[src/rnn_pkg.sv]
package rnn_pkg;

    ////////////////////////////////////////////////////////////////////////////
    // network sizes
    ////////////////////////////////////////////////////////////////////////////
    localparam int vocab_size         = 16;
    localparam int embed_size         = 4;
    localparam int hidden_size        = 8;
    localparam int token_width        = 4;
    localparam int hidden_index_width = 3;

    // signed Q8.8 values, 32 bit sums
    localparam int word_width = 16;
    localparam int frac_bits  = 8;
    localparam int acc_width  = 32;
    localparam int fixed_one  = 256;        // 1.0 in Q8.8

    ////////////////////////////////////////////////////////////////////////////
    // parameter memory map, one word per address
    ////////////////////////////////////////////////////////////////////////////
    localparam int embed_base = 0;          // token-major, 16 x 4
    localparam int w_ih_base  = 64;         // neuron-major, 8 x 4
    localparam int w_hh_base  = 96;         // neuron-major, 8 x 8
    localparam int bias_base  = 160;        // one per neuron
    localparam int mem_depth  = 168;
    localparam int addr_width = 8;

    // what a word coming back from memory is used for
    localparam int role_width = 2;
    localparam logic [role_width-1:0] role_embed     = 2'd0;
    localparam logic [role_width-1:0] role_bias      = 2'd1;
    localparam logic [role_width-1:0] role_input     = 2'd2;
    localparam logic [role_width-1:0] role_recurrent = 2'd3;

endpackage
[src/rnn_cell.sv]
`timescale 1ns/1ps

module rnn_cell (
    input  logic                                   clk,
    input  logic                                   reset,
    input  logic                                   load_en,
    input  logic [rnn_pkg::addr_width-1:0]         load_addr,
    input  logic [rnn_pkg::word_width-1:0]         load_data,
    input  logic [rnn_pkg::token_width-1:0]        token,
    input  logic                                   step,
    input  logic                                   clear_state,
    input  logic [rnn_pkg::hidden_index_width-1:0] probe_index,
    output logic                                   busy,
    output logic                                   done,
    output logic [rnn_pkg::word_width-1:0]         probe_value
);
    import rnn_pkg::*;

    logic                          rd_en;
    logic [addr_width-1:0]         rd_addr;
    logic [word_width-1:0]         rd_data;
    logic                          data_valid;
    logic [role_width-1:0]         data_role;
    logic [hidden_index_width-1:0] data_index;
    logic                          neuron_last;
    logic                          step_commit;
    logic [word_width-1:0]         operand;
    logic                          mac_valid;
    logic                          mac_first;
    logic                          mac_last;
    logic                          result_valid;
    logic [word_width-1:0]         result;

    // embedding words only fill the register, the rest go to the MAC
    assign mac_valid = data_valid && (data_role != role_embed);
    assign mac_first = data_valid && (data_role == role_bias);
    assign mac_last  = data_valid && neuron_last;

    weight_memory weight_memory_i (
        .clk       (clk),
        .load_en   (load_en),
        .load_addr (load_addr),
        .load_data (load_data),
        .busy      (busy),
        .rd_en     (rd_en),
        .rd_addr   (rd_addr),
        .rd_data   (rd_data)
    );

    step_sequencer step_sequencer_i (
        .clk         (clk),
        .reset       (reset),
        .step        (step),
        .token       (token),
        .rd_en       (rd_en),
        .rd_addr     (rd_addr),
        .busy        (busy),
        .done        (done),
        .data_valid  (data_valid),
        .data_role   (data_role),
        .data_index  (data_index),
        .neuron_last (neuron_last),
        .step_commit (step_commit)
    );

    mac_unit mac_unit_i (
        .clk          (clk),
        .reset        (reset),
        .mac_valid    (mac_valid),
        .mac_first    (mac_first),
        .mac_last     (mac_last),
        .weight       (rd_data),
        .operand      (operand),
        .result_valid (result_valid),
        .result       (result)
    );

    hidden_state hidden_state_i (
        .clk          (clk),
        .reset        (reset),
        .clear_state  (clear_state),
        .busy         (busy),
        .data_valid   (data_valid),
        .data_role    (data_role),
        .data_index   (data_index),
        .rd_data      (rd_data),
        .result_valid (result_valid),
        .result       (result),
        .probe_index  (probe_index),
        .operand      (operand),
        .step_commit  (step_commit),
        .probe_value  (probe_value)
    );

endmodule

[src/hidden_state.sv]
`timescale 1ns/1ps

module hidden_state (
    input  logic                                   clk,
    input  logic                                   reset,
    input  logic                                   clear_state,
    input  logic                                   busy,
    input  logic                                   data_valid,
    input  logic [rnn_pkg::role_width-1:0]         data_role,
    input  logic [rnn_pkg::hidden_index_width-1:0] data_index,
    input  logic [rnn_pkg::word_width-1:0]         rd_data,
    input  logic                                   result_valid,
    input  logic [rnn_pkg::word_width-1:0]         result,
    input  logic [rnn_pkg::hidden_index_width-1:0] probe_index,
    output logic [rnn_pkg::word_width-1:0]         operand,
    output logic                                   step_commit,
    output logic [rnn_pkg::word_width-1:0]         probe_value
);
    import rnn_pkg::*;

    logic [word_width-1:0]         embed_reg  [embed_size];
    logic [word_width-1:0]         old_hidden [hidden_size];  // committed state
    logic [word_width-1:0]         new_hidden [hidden_size];  // being built
    logic [hidden_index_width-1:0] write_index;

    assign probe_value = old_hidden[probe_index];

    ////////////////////////////////////////////////////////////////////////////
    // operand that goes with the weight on rd_data
    ////////////////////////////////////////////////////////////////////////////
    always_comb
    begin
        case (data_role)
            role_bias:      operand = word_width'(fixed_one);
            role_input:     operand = embed_reg[data_index[$clog2(embed_size)-1:0]];
            role_recurrent: operand = old_hidden[data_index];
            default:        operand = '0;
        endcase
    end

    always_ff @(posedge clk)
    begin
        if (data_valid && data_role == role_embed)
        begin
            embed_reg[data_index[$clog2(embed_size)-1:0]] <= rd_data;
        end
        if (result_valid)
        begin
            new_hidden[write_index] <= result;
        end
    end

    // results come back in neuron order
    always_ff @(posedge clk)
    begin
        if (reset)
        begin
            write_index <= '0;
            step_commit <= 1'b0;
            for (int i = 0; i < hidden_size; i++)
            begin
                old_hidden[i] <= '0;
            end
        end
        else
        begin
            step_commit <= result_valid && (write_index == hidden_index_width'(hidden_size - 1));
            if (result_valid)
            begin
                write_index <= write_index + 1'b1;  // wraps to 0 after neuron 7
            end
            if (step_commit)
            begin
                for (int i = 0; i < hidden_size; i++)
                begin
                    old_hidden[i] <= new_hidden[i];
                end
            end
            else if (clear_state && !busy)
            begin
                for (int i = 0; i < hidden_size; i++)
                begin
                    old_hidden[i] <= '0;
                end
            end
        end
    end

endmodule

[src/mac_unit.sv]
`timescale 1ns/1ps

module mac_unit (
    input  logic                                  clk,
    input  logic                                  reset,
    input  logic                                  mac_valid,
    input  logic                                  mac_first,
    input  logic                                  mac_last,
    input  logic signed [rnn_pkg::word_width-1:0] weight,
    input  logic signed [rnn_pkg::word_width-1:0] operand,
    output logic                                  result_valid,
    output logic        [rnn_pkg::word_width-1:0] result
);
    import rnn_pkg::*;

    logic signed [acc_width-1:0] product;
    logic signed [acc_width-1:0] acc;
    logic signed [acc_width-1:0] sum;
    logic signed [acc_width-1:0] shifted;
    logic                        prod_valid;
    logic                        prod_first;
    logic                        prod_last;

    // bias word restarts the running sum
    assign sum     = prod_first ? product : acc + product;
    assign shifted = sum >>> frac_bits;     // back to Q8.8

    always_ff @(posedge clk)
    begin
        if (reset)
        begin
            prod_valid   <= 1'b0;
            result_valid <= 1'b0;
        end
        else
        begin
            prod_valid   <= mac_valid;
            result_valid <= prod_valid && prod_last;
        end
    end

    ////////////////////////////////////////////////////////////////////////////
    // product stage, then accumulate and requantize
    ////////////////////////////////////////////////////////////////////////////
    always_ff @(posedge clk)
    begin
        product    <= weight * operand;     // full 32 bit product
        prod_first <= mac_first;
        prod_last  <= mac_last;
        if (prod_valid)
        begin
            acc <= sum;
        end
        if (prod_valid && prod_last)
        begin
            if (shifted < 0)
            begin
                result <= '0;               // relu
            end
            else if (shifted > (2 ** (word_width - 1)) - 1)
            begin
                result <= {1'b0, {(word_width - 1){1'b1}}};   // clip at +127.996
            end
            else
            begin
                result <= shifted[word_width-1:0];
            end
        end
    end

endmodule

[src/step_sequencer.sv]
`timescale 1ns/1ps

module step_sequencer (
    input  logic                                   clk,
    input  logic                                   reset,
    input  logic                                   step,
    input  logic [rnn_pkg::token_width-1:0]        token,
    output logic                                   rd_en,
    output logic [rnn_pkg::addr_width-1:0]         rd_addr,
    output logic                                   busy,
    output logic                                   done,
    output logic                                   data_valid,
    output logic [rnn_pkg::role_width-1:0]         data_role,
    output logic [rnn_pkg::hidden_index_width-1:0] data_index,
    output logic                                   neuron_last,
    input  logic                                   step_commit
);
    import rnn_pkg::*;

    localparam logic [1:0] s_idle   = 2'd0;
    localparam logic [1:0] s_embed  = 2'd1;
    localparam logic [1:0] s_neuron = 2'd2;
    localparam logic [1:0] s_finish = 2'd3;

    logic [1:0]                    state;
    logic [3:0]                    elem_count;    // 0 bias, 1..4 input, 5..12 recurrent
    logic [hidden_index_width-1:0] neuron_count;
    logic [token_width-1:0]        token_q;

    logic [role_width-1:0]         cur_role;
    logic [hidden_index_width-1:0] cur_index;
    logic                          cur_last;

    assign busy = (state != s_idle);

    ////////////////////////////////////////////////////////////////////////////
    // address and role of the read issued this cycle
    ////////////////////////////////////////////////////////////////////////////
    always_comb
    begin
        rd_en     = 1'b0;
        rd_addr   = '0;
        cur_role  = role_embed;
        cur_index = '0;
        cur_last  = 1'b0;
        case (state)
            s_embed:
            begin
                rd_en     = 1'b1;
                rd_addr   = addr_width'(embed_base + token_q * embed_size + elem_count);
                cur_index = hidden_index_width'(elem_count);
            end
            s_neuron:
            begin
                rd_en = 1'b1;
                if (elem_count == 4'd0)
                begin
                    cur_role = role_bias;
                    rd_addr  = addr_width'(bias_base + neuron_count);
                end
                else if (elem_count <= 4'(embed_size))
                begin
                    cur_role  = role_input;
                    cur_index = hidden_index_width'(elem_count - 4'd1);
                    rd_addr   = addr_width'(w_ih_base + neuron_count * embed_size
                                            + elem_count - 1);
                end
                else
                begin
                    cur_role  = role_recurrent;
                    cur_index = hidden_index_width'(elem_count - 4'(1 + embed_size));
                    rd_addr   = addr_width'(w_hh_base + neuron_count * hidden_size
                                            + elem_count - 1 - embed_size);
                    cur_last  = (elem_count == 4'(embed_size + hidden_size));
                end
            end
            default:
            begin
                rd_en = 1'b0;
            end
        endcase
    end

    ////////////////////////////////////////////////////////////////////////////
    // state and counters
    ////////////////////////////////////////////////////////////////////////////
    always_ff @(posedge clk)
    begin
        if (reset)
        begin
            state        <= s_idle;
            elem_count   <= '0;
            neuron_count <= '0;
            done         <= 1'b0;
            data_valid   <= 1'b0;
        end
        else
        begin
            done       <= 1'b0;
            data_valid <= rd_en;    // memory answers next cycle
            case (state)
                s_idle:
                begin
                    if (step)
                    begin
                        elem_count   <= '0;
                        neuron_count <= '0;
                        state        <= s_embed;
                    end
                end
                s_embed:
                begin
                    if (elem_count == 4'(embed_size - 1))
                    begin
                        elem_count <= '0;
                        state      <= s_neuron;
                    end
                    else
                    begin
                        elem_count <= elem_count + 4'd1;
                    end
                end
                s_neuron:
                begin
                    if (elem_count == 4'(embed_size + hidden_size))
                    begin
                        elem_count   <= '0;
                        neuron_count <= neuron_count + 1'b1;
                        if (neuron_count == hidden_index_width'(hidden_size - 1))
                        begin
                            state <= s_finish;  // last reads in flight
                        end
                    end
                    else
                    begin
                        elem_count <= elem_count + 4'd1;
                    end
                end
                default:
                begin
                    if (step_commit)
                    begin
                        state <= s_idle;
                        done  <= 1'b1;      // same cycle busy drops
                    end
                end
            endcase
        end
    end

    // tags travel one cycle behind the address, token held for the step
    always_ff @(posedge clk)
    begin
        data_role   <= cur_role;
        data_index  <= cur_index;
        neuron_last <= cur_last;
        if (state == s_idle && step)
        begin
            token_q <= token;
        end
    end

endmodule

[src/weight_memory.sv]
`timescale 1ns/1ps

module weight_memory (
    input  logic                           clk,
    input  logic                           load_en,
    input  logic [rnn_pkg::addr_width-1:0] load_addr,
    input  logic [rnn_pkg::word_width-1:0] load_data,
    input  logic                           busy,
    input  logic                           rd_en,
    input  logic [rnn_pkg::addr_width-1:0] rd_addr,
    output logic [rnn_pkg::word_width-1:0] rd_data
);
    import rnn_pkg::*;

    logic [word_width-1:0] mem [mem_depth];

    // host side, only between steps
    always_ff @(posedge clk)
    begin
        if (load_en && !busy && load_addr < addr_width'(mem_depth))
        begin
            mem[load_addr] <= load_data;
        end
    end

    // sequencer side, data one cycle after rd_en
    always_ff @(posedge clk)
    begin
        if (rd_en)
        begin
            rd_data <= mem[rd_addr];
        end
    end

endmodule

[config.mk]
export PLATFORM = sky130hd
export DESIGN_NAME = rnn_cell
export DESIGN_NICKNAME = d
export VERILOG_FILES = /design/src/rnn_pkg.sv /design/src/rnn_cell.sv /design/src/hidden_state.sv /design/src/mac_unit.sv /design/src/step_sequencer.sv /design/src/weight_memory.sv
export SDC_FILE = /design/constraint.sdc
export NUM_CORES = 2
export LEC_CHECK = 0
export BUFFER_PORTS_ARGS = -buffer_cell sky130_fd_sc_hd__buf_4
export CAP_MARGIN = 20
export CORE_ASPECT_RATIO = 1.25
export CORE_MARGIN = 1.5
export CORE_UTILIZATION = 50
export DETAILED_ROUTE_END_ITERATION = 12
export PLACE_DENSITY = 0.76
export SLEW_MARGIN = 20
export SYNTH_ARGS = -nofsm -noshare
export SYNTH_HDL_FRONTEND = slang
export SYNTH_SLANG_ARGS = --single-unit
[constraint.sdc]
create_clock -name clk -period 10.82 [get_ports clk]
set_input_delay 1.082 -clock clk [delete_from_list [all_inputs] [get_ports clk]]
set_output_delay 1.082 -clock clk [all_outputs]
set_load 0.02 [all_outputs]
==> impl_metrics.ini <==
[route]
drt_pass1_iterations = 12
drc = 0
drt_iter0_drc = 12600
via_per_inst = 6.42
routed_wl_um = 372000
vias = 87600
wire_per_inst_um = 27.2
antenna_left = 0

[cells_and_area]
final_area_sq_um = 152000
top_register = weight_memory_i.mem
top_regs = weight_memory_i.mem: 2688 flops, hidden_state_i.new_hidden: 128 flops, hidden_state_i.old_hidden: 128 flops
nets = 10300
n_fill_cell = 20400
area_growth_pct = 10.6
drive_gt1_share_pct = 10.8
largest_reg_flops = 2688

[timing]
setup_viol = 0
finalHoldViolCount = 0
drv_slew = 0
slew_headroom_pct = 13.1
finalCritPeriodShare_pct = 77.1
tns_ns = 0
min_period_ns = 8.35
fin_worst_skew_ns = 0.0995
fmax_mhz = 120
worst_pin_slew_ns = 1.30
rsz0062_at_grt = no

[worst_setup_path]
startpoint_type = register
critPathKind = register to register
crit_end = mac_unit_i.product[31]
cp-startpoint = step_sequencer_i.data_index[0]
cp.arrival_ns = 9.07
cp-end-kind = register
reg2reg_depth = 25
timing.rr.start = step_sequencer_i.data_index[0]
crit_slowest_cell = dfxtp_4
crit_fanout = 39
crit_top_cell = fa_1
cp_slowest_stage_delay_ns = 0.84
regToRegEndpoint = mac_unit_i.product[31]
crit_required_ns = 11.55
r2r_setup_slack_ns = 2.47

[placed_design]
portBuffers = 53
gp_congestion = 0.901
dp_hpwl_um = 217000
dpl-instance-area_sq_um = 142000

[cts]
cts_resized = 0
cts_root_buf = clkbuf_16
numClockSinks = 3133
cts_buffer_depth = 4
post_cts_hold_buffer_count = 0
ctsHtreeMaxLevel = 5
worstSkewPairLatency_ns = 0.94
clk_pin_slew_ns = 0.06
cts_inserted_buffers = 307
post_cts_buffers = 0
tritoncts = yes

[floorplan]
fp.dieW_um = 471
start_util_pct = 50.3
die_h_um = 588
dieArea_sq_um = 277000
io_pins = 54
num_rows = 214
core_sq_um = 272000

[global_route]
track_usage_pct = 26.2
overflow = 0
grt_pass1_wl_um = 550000
grt_max_degree = 207
first_global_vias = 86500
antenna_found_initial = 18

[status]
outcome = finished clean

[logic_synthesis]
synth_ff_type = edfxtp_1
seq_area_frac_synth_pct = 67.7
synth_cell_types = 87
synth_nets = 10300
synth_edf_count = 3012
synth_cells = 9859
synth_area_sq_um = 137000
synth-seq-cells = 3133
syn_avg_cell_area_sq_um = 13.9
async_flop_share_pct = 0
ys_warn_count = 0

[pwr]
power.density_nw_per_um2 = 174
p_leak_nw = 51.4
peakVddDrop_mv = 0.127

[hold_path]
hold_path_class = register to register
hold_depth = 2
worstHoldStart = hidden_state_i.new_hidden[4][10]

[flow_run]
cap_violations = 0
## cell type report
class                           instances  area (sq um)  share of cell area, %
Antenna cell                           15          37.5                 0.0248
Sequential cell                      3133         92900                   61.3
Inverter                              341          1280                  0.844
Clock inverter                        167          1510                  0.996
Clock buffer                          375          8150                   5.37
Timing Repair Buffer                  375          3080                   2.03
Multi-Input combinational cell       5675         40200                   26.5
Tap cell                             3564          4460                   2.94
## per-layer routing
metal	vias to the layer above	routed length, um	track usage, %	share of wire [%]
li1	37000	-	-	-
met1	43800	131000	33.4	35
met2	5691	180000	42.7	48
met3	1031	38500	4.45	10
met4	8	22300	14.4	6.0
met5	-	53	0	0.014
## layout by cell type, fill, tap and decap left out, drive strengths merged, types with 38 or more instances in the layout
master,count
a31o,38
nand3,414
clkinv,125
a21oi,391
mux2i,200
xnor2,42
a32oi,61
and2,224
edfxtp,3012
buf,375
a22o,51
a311o,60
nand2,1650
fa,267
and3,256
clkbuf,375
a31oi,62
ha,136
a22oi,45
a211oi,329
dfxtp,121
o21ai,246
nor3,56
a311oi,189
mux4,175
inv,351
nor2,289
nand4,78
## metrics by stage
stage / power [mW] / hold slack [ns] / util, % / setup slack [ns] / std cells
6_report: 26.4 / 0.445 / 55.7 / 2.47 / 13600
3_5_place_dp: 16.1 / 0.458 / 52.1 / 2.57 / 13100
5_1_grt: 26.9 / 0.456 / 55.7 / 2.03 / 13600
4_1_cts: 26.4 / 0.450 / 55.6 / 2.53 / 13600
2_1_floorplan: 15.0 / 0.412 / - / 2.92 / 9859
3_3_place_gp: 16.0 / 0.450 / 52.1 / 2.56 / 13100
## cell usage after synthesis, drive strengths merged, types with 11 or more instances
cell type	instances	area (sq um)
a2111oi	23	201
a211oi	329	2470
a21o	22	165
a21oi	391	1960
a221oi	19	166
a22o	51	447
a22oi	45	338
a311o	60	601
a311oi	189	1660
a31o	38	333
a31oi	62	388
a32oi	61	534
a41oi	19	166
and2	224	1400
and3	256	1600
buf	290	1480
clkbuf	420	1580
dfxtp	121	2420
edfxtp	3012	90400
fa	267	5350
ha	136	1700
inv	341	1280
mux2	18	203
mux2i	200	2000
mux4	175	3940
nand2	1650	6200
nand2b	15	93.8
nand3	414	2070
nand4	78	488
nor2	289	1090
nor2b	21	131
nor3	56	280
o211a	15	150
o21a	13	97.6
o21ai	246	1230
o21bai	11	82.6
o22a	15	131
o22ai	35	219
o311a	14	140
o31ai	18	135
o41ai	31	272
or4b	13	130
xnor2	42	368
xor2	21	184
## report_power, final
| part | internal (mW) | switching [mW] | leakage [nW] |
|---|---|---|---|
| sequential | 13.5 | 0.163 | 28.2 |
| clock | 5.96 | 4.51 | 4.74 |
| combinational | 0.578 | 1.66 | 18.5 |
| total | 20.0 | 6.34 | 51.4 |
## critical path: cells and delay by family (launching register included)
| kind | cells | cell delay, ns |
|---|---|---|
| fa+ha+maj | 7 | 3.45 |
| compound gates | 6 | 1.79 |
| mux | 3 | 1.04 |
| flops | 1 | 0.84 |
| simple gates | 5 | 0.83 |
| buf+inv | 4 | 0.20 |
## worst min path at each step
stage                                       endpoint  slack [ns]
global placement     hidden_state_i.old_hidden[6][3]        0.45
detailed placement   hidden_state_i.old_hidden[6][3]        0.46
global route             step_sequencer_i.token_q[3]        0.46
CTS                 hidden_state_i.old_hidden[4][10]        0.45
floorplan                       mac_unit_i.prod_last        0.41
finish              hidden_state_i.old_hidden[4][10]        0.45
## logic make-up after synthesis
kind of cell,Yosys count,share of synthesized area (%)
buffers and inverters,1051,3.17
other,1,0.00274
adders and majority gates,403,5.14
xor gates and xnor gates,63,0.402
muxes,393,4.48
and+or+nand+nor,3064,10.1
DFF,3133,67.7
AOI/OAI and AO/OA,1751,8.95
(Power assumes the default switching activity.)
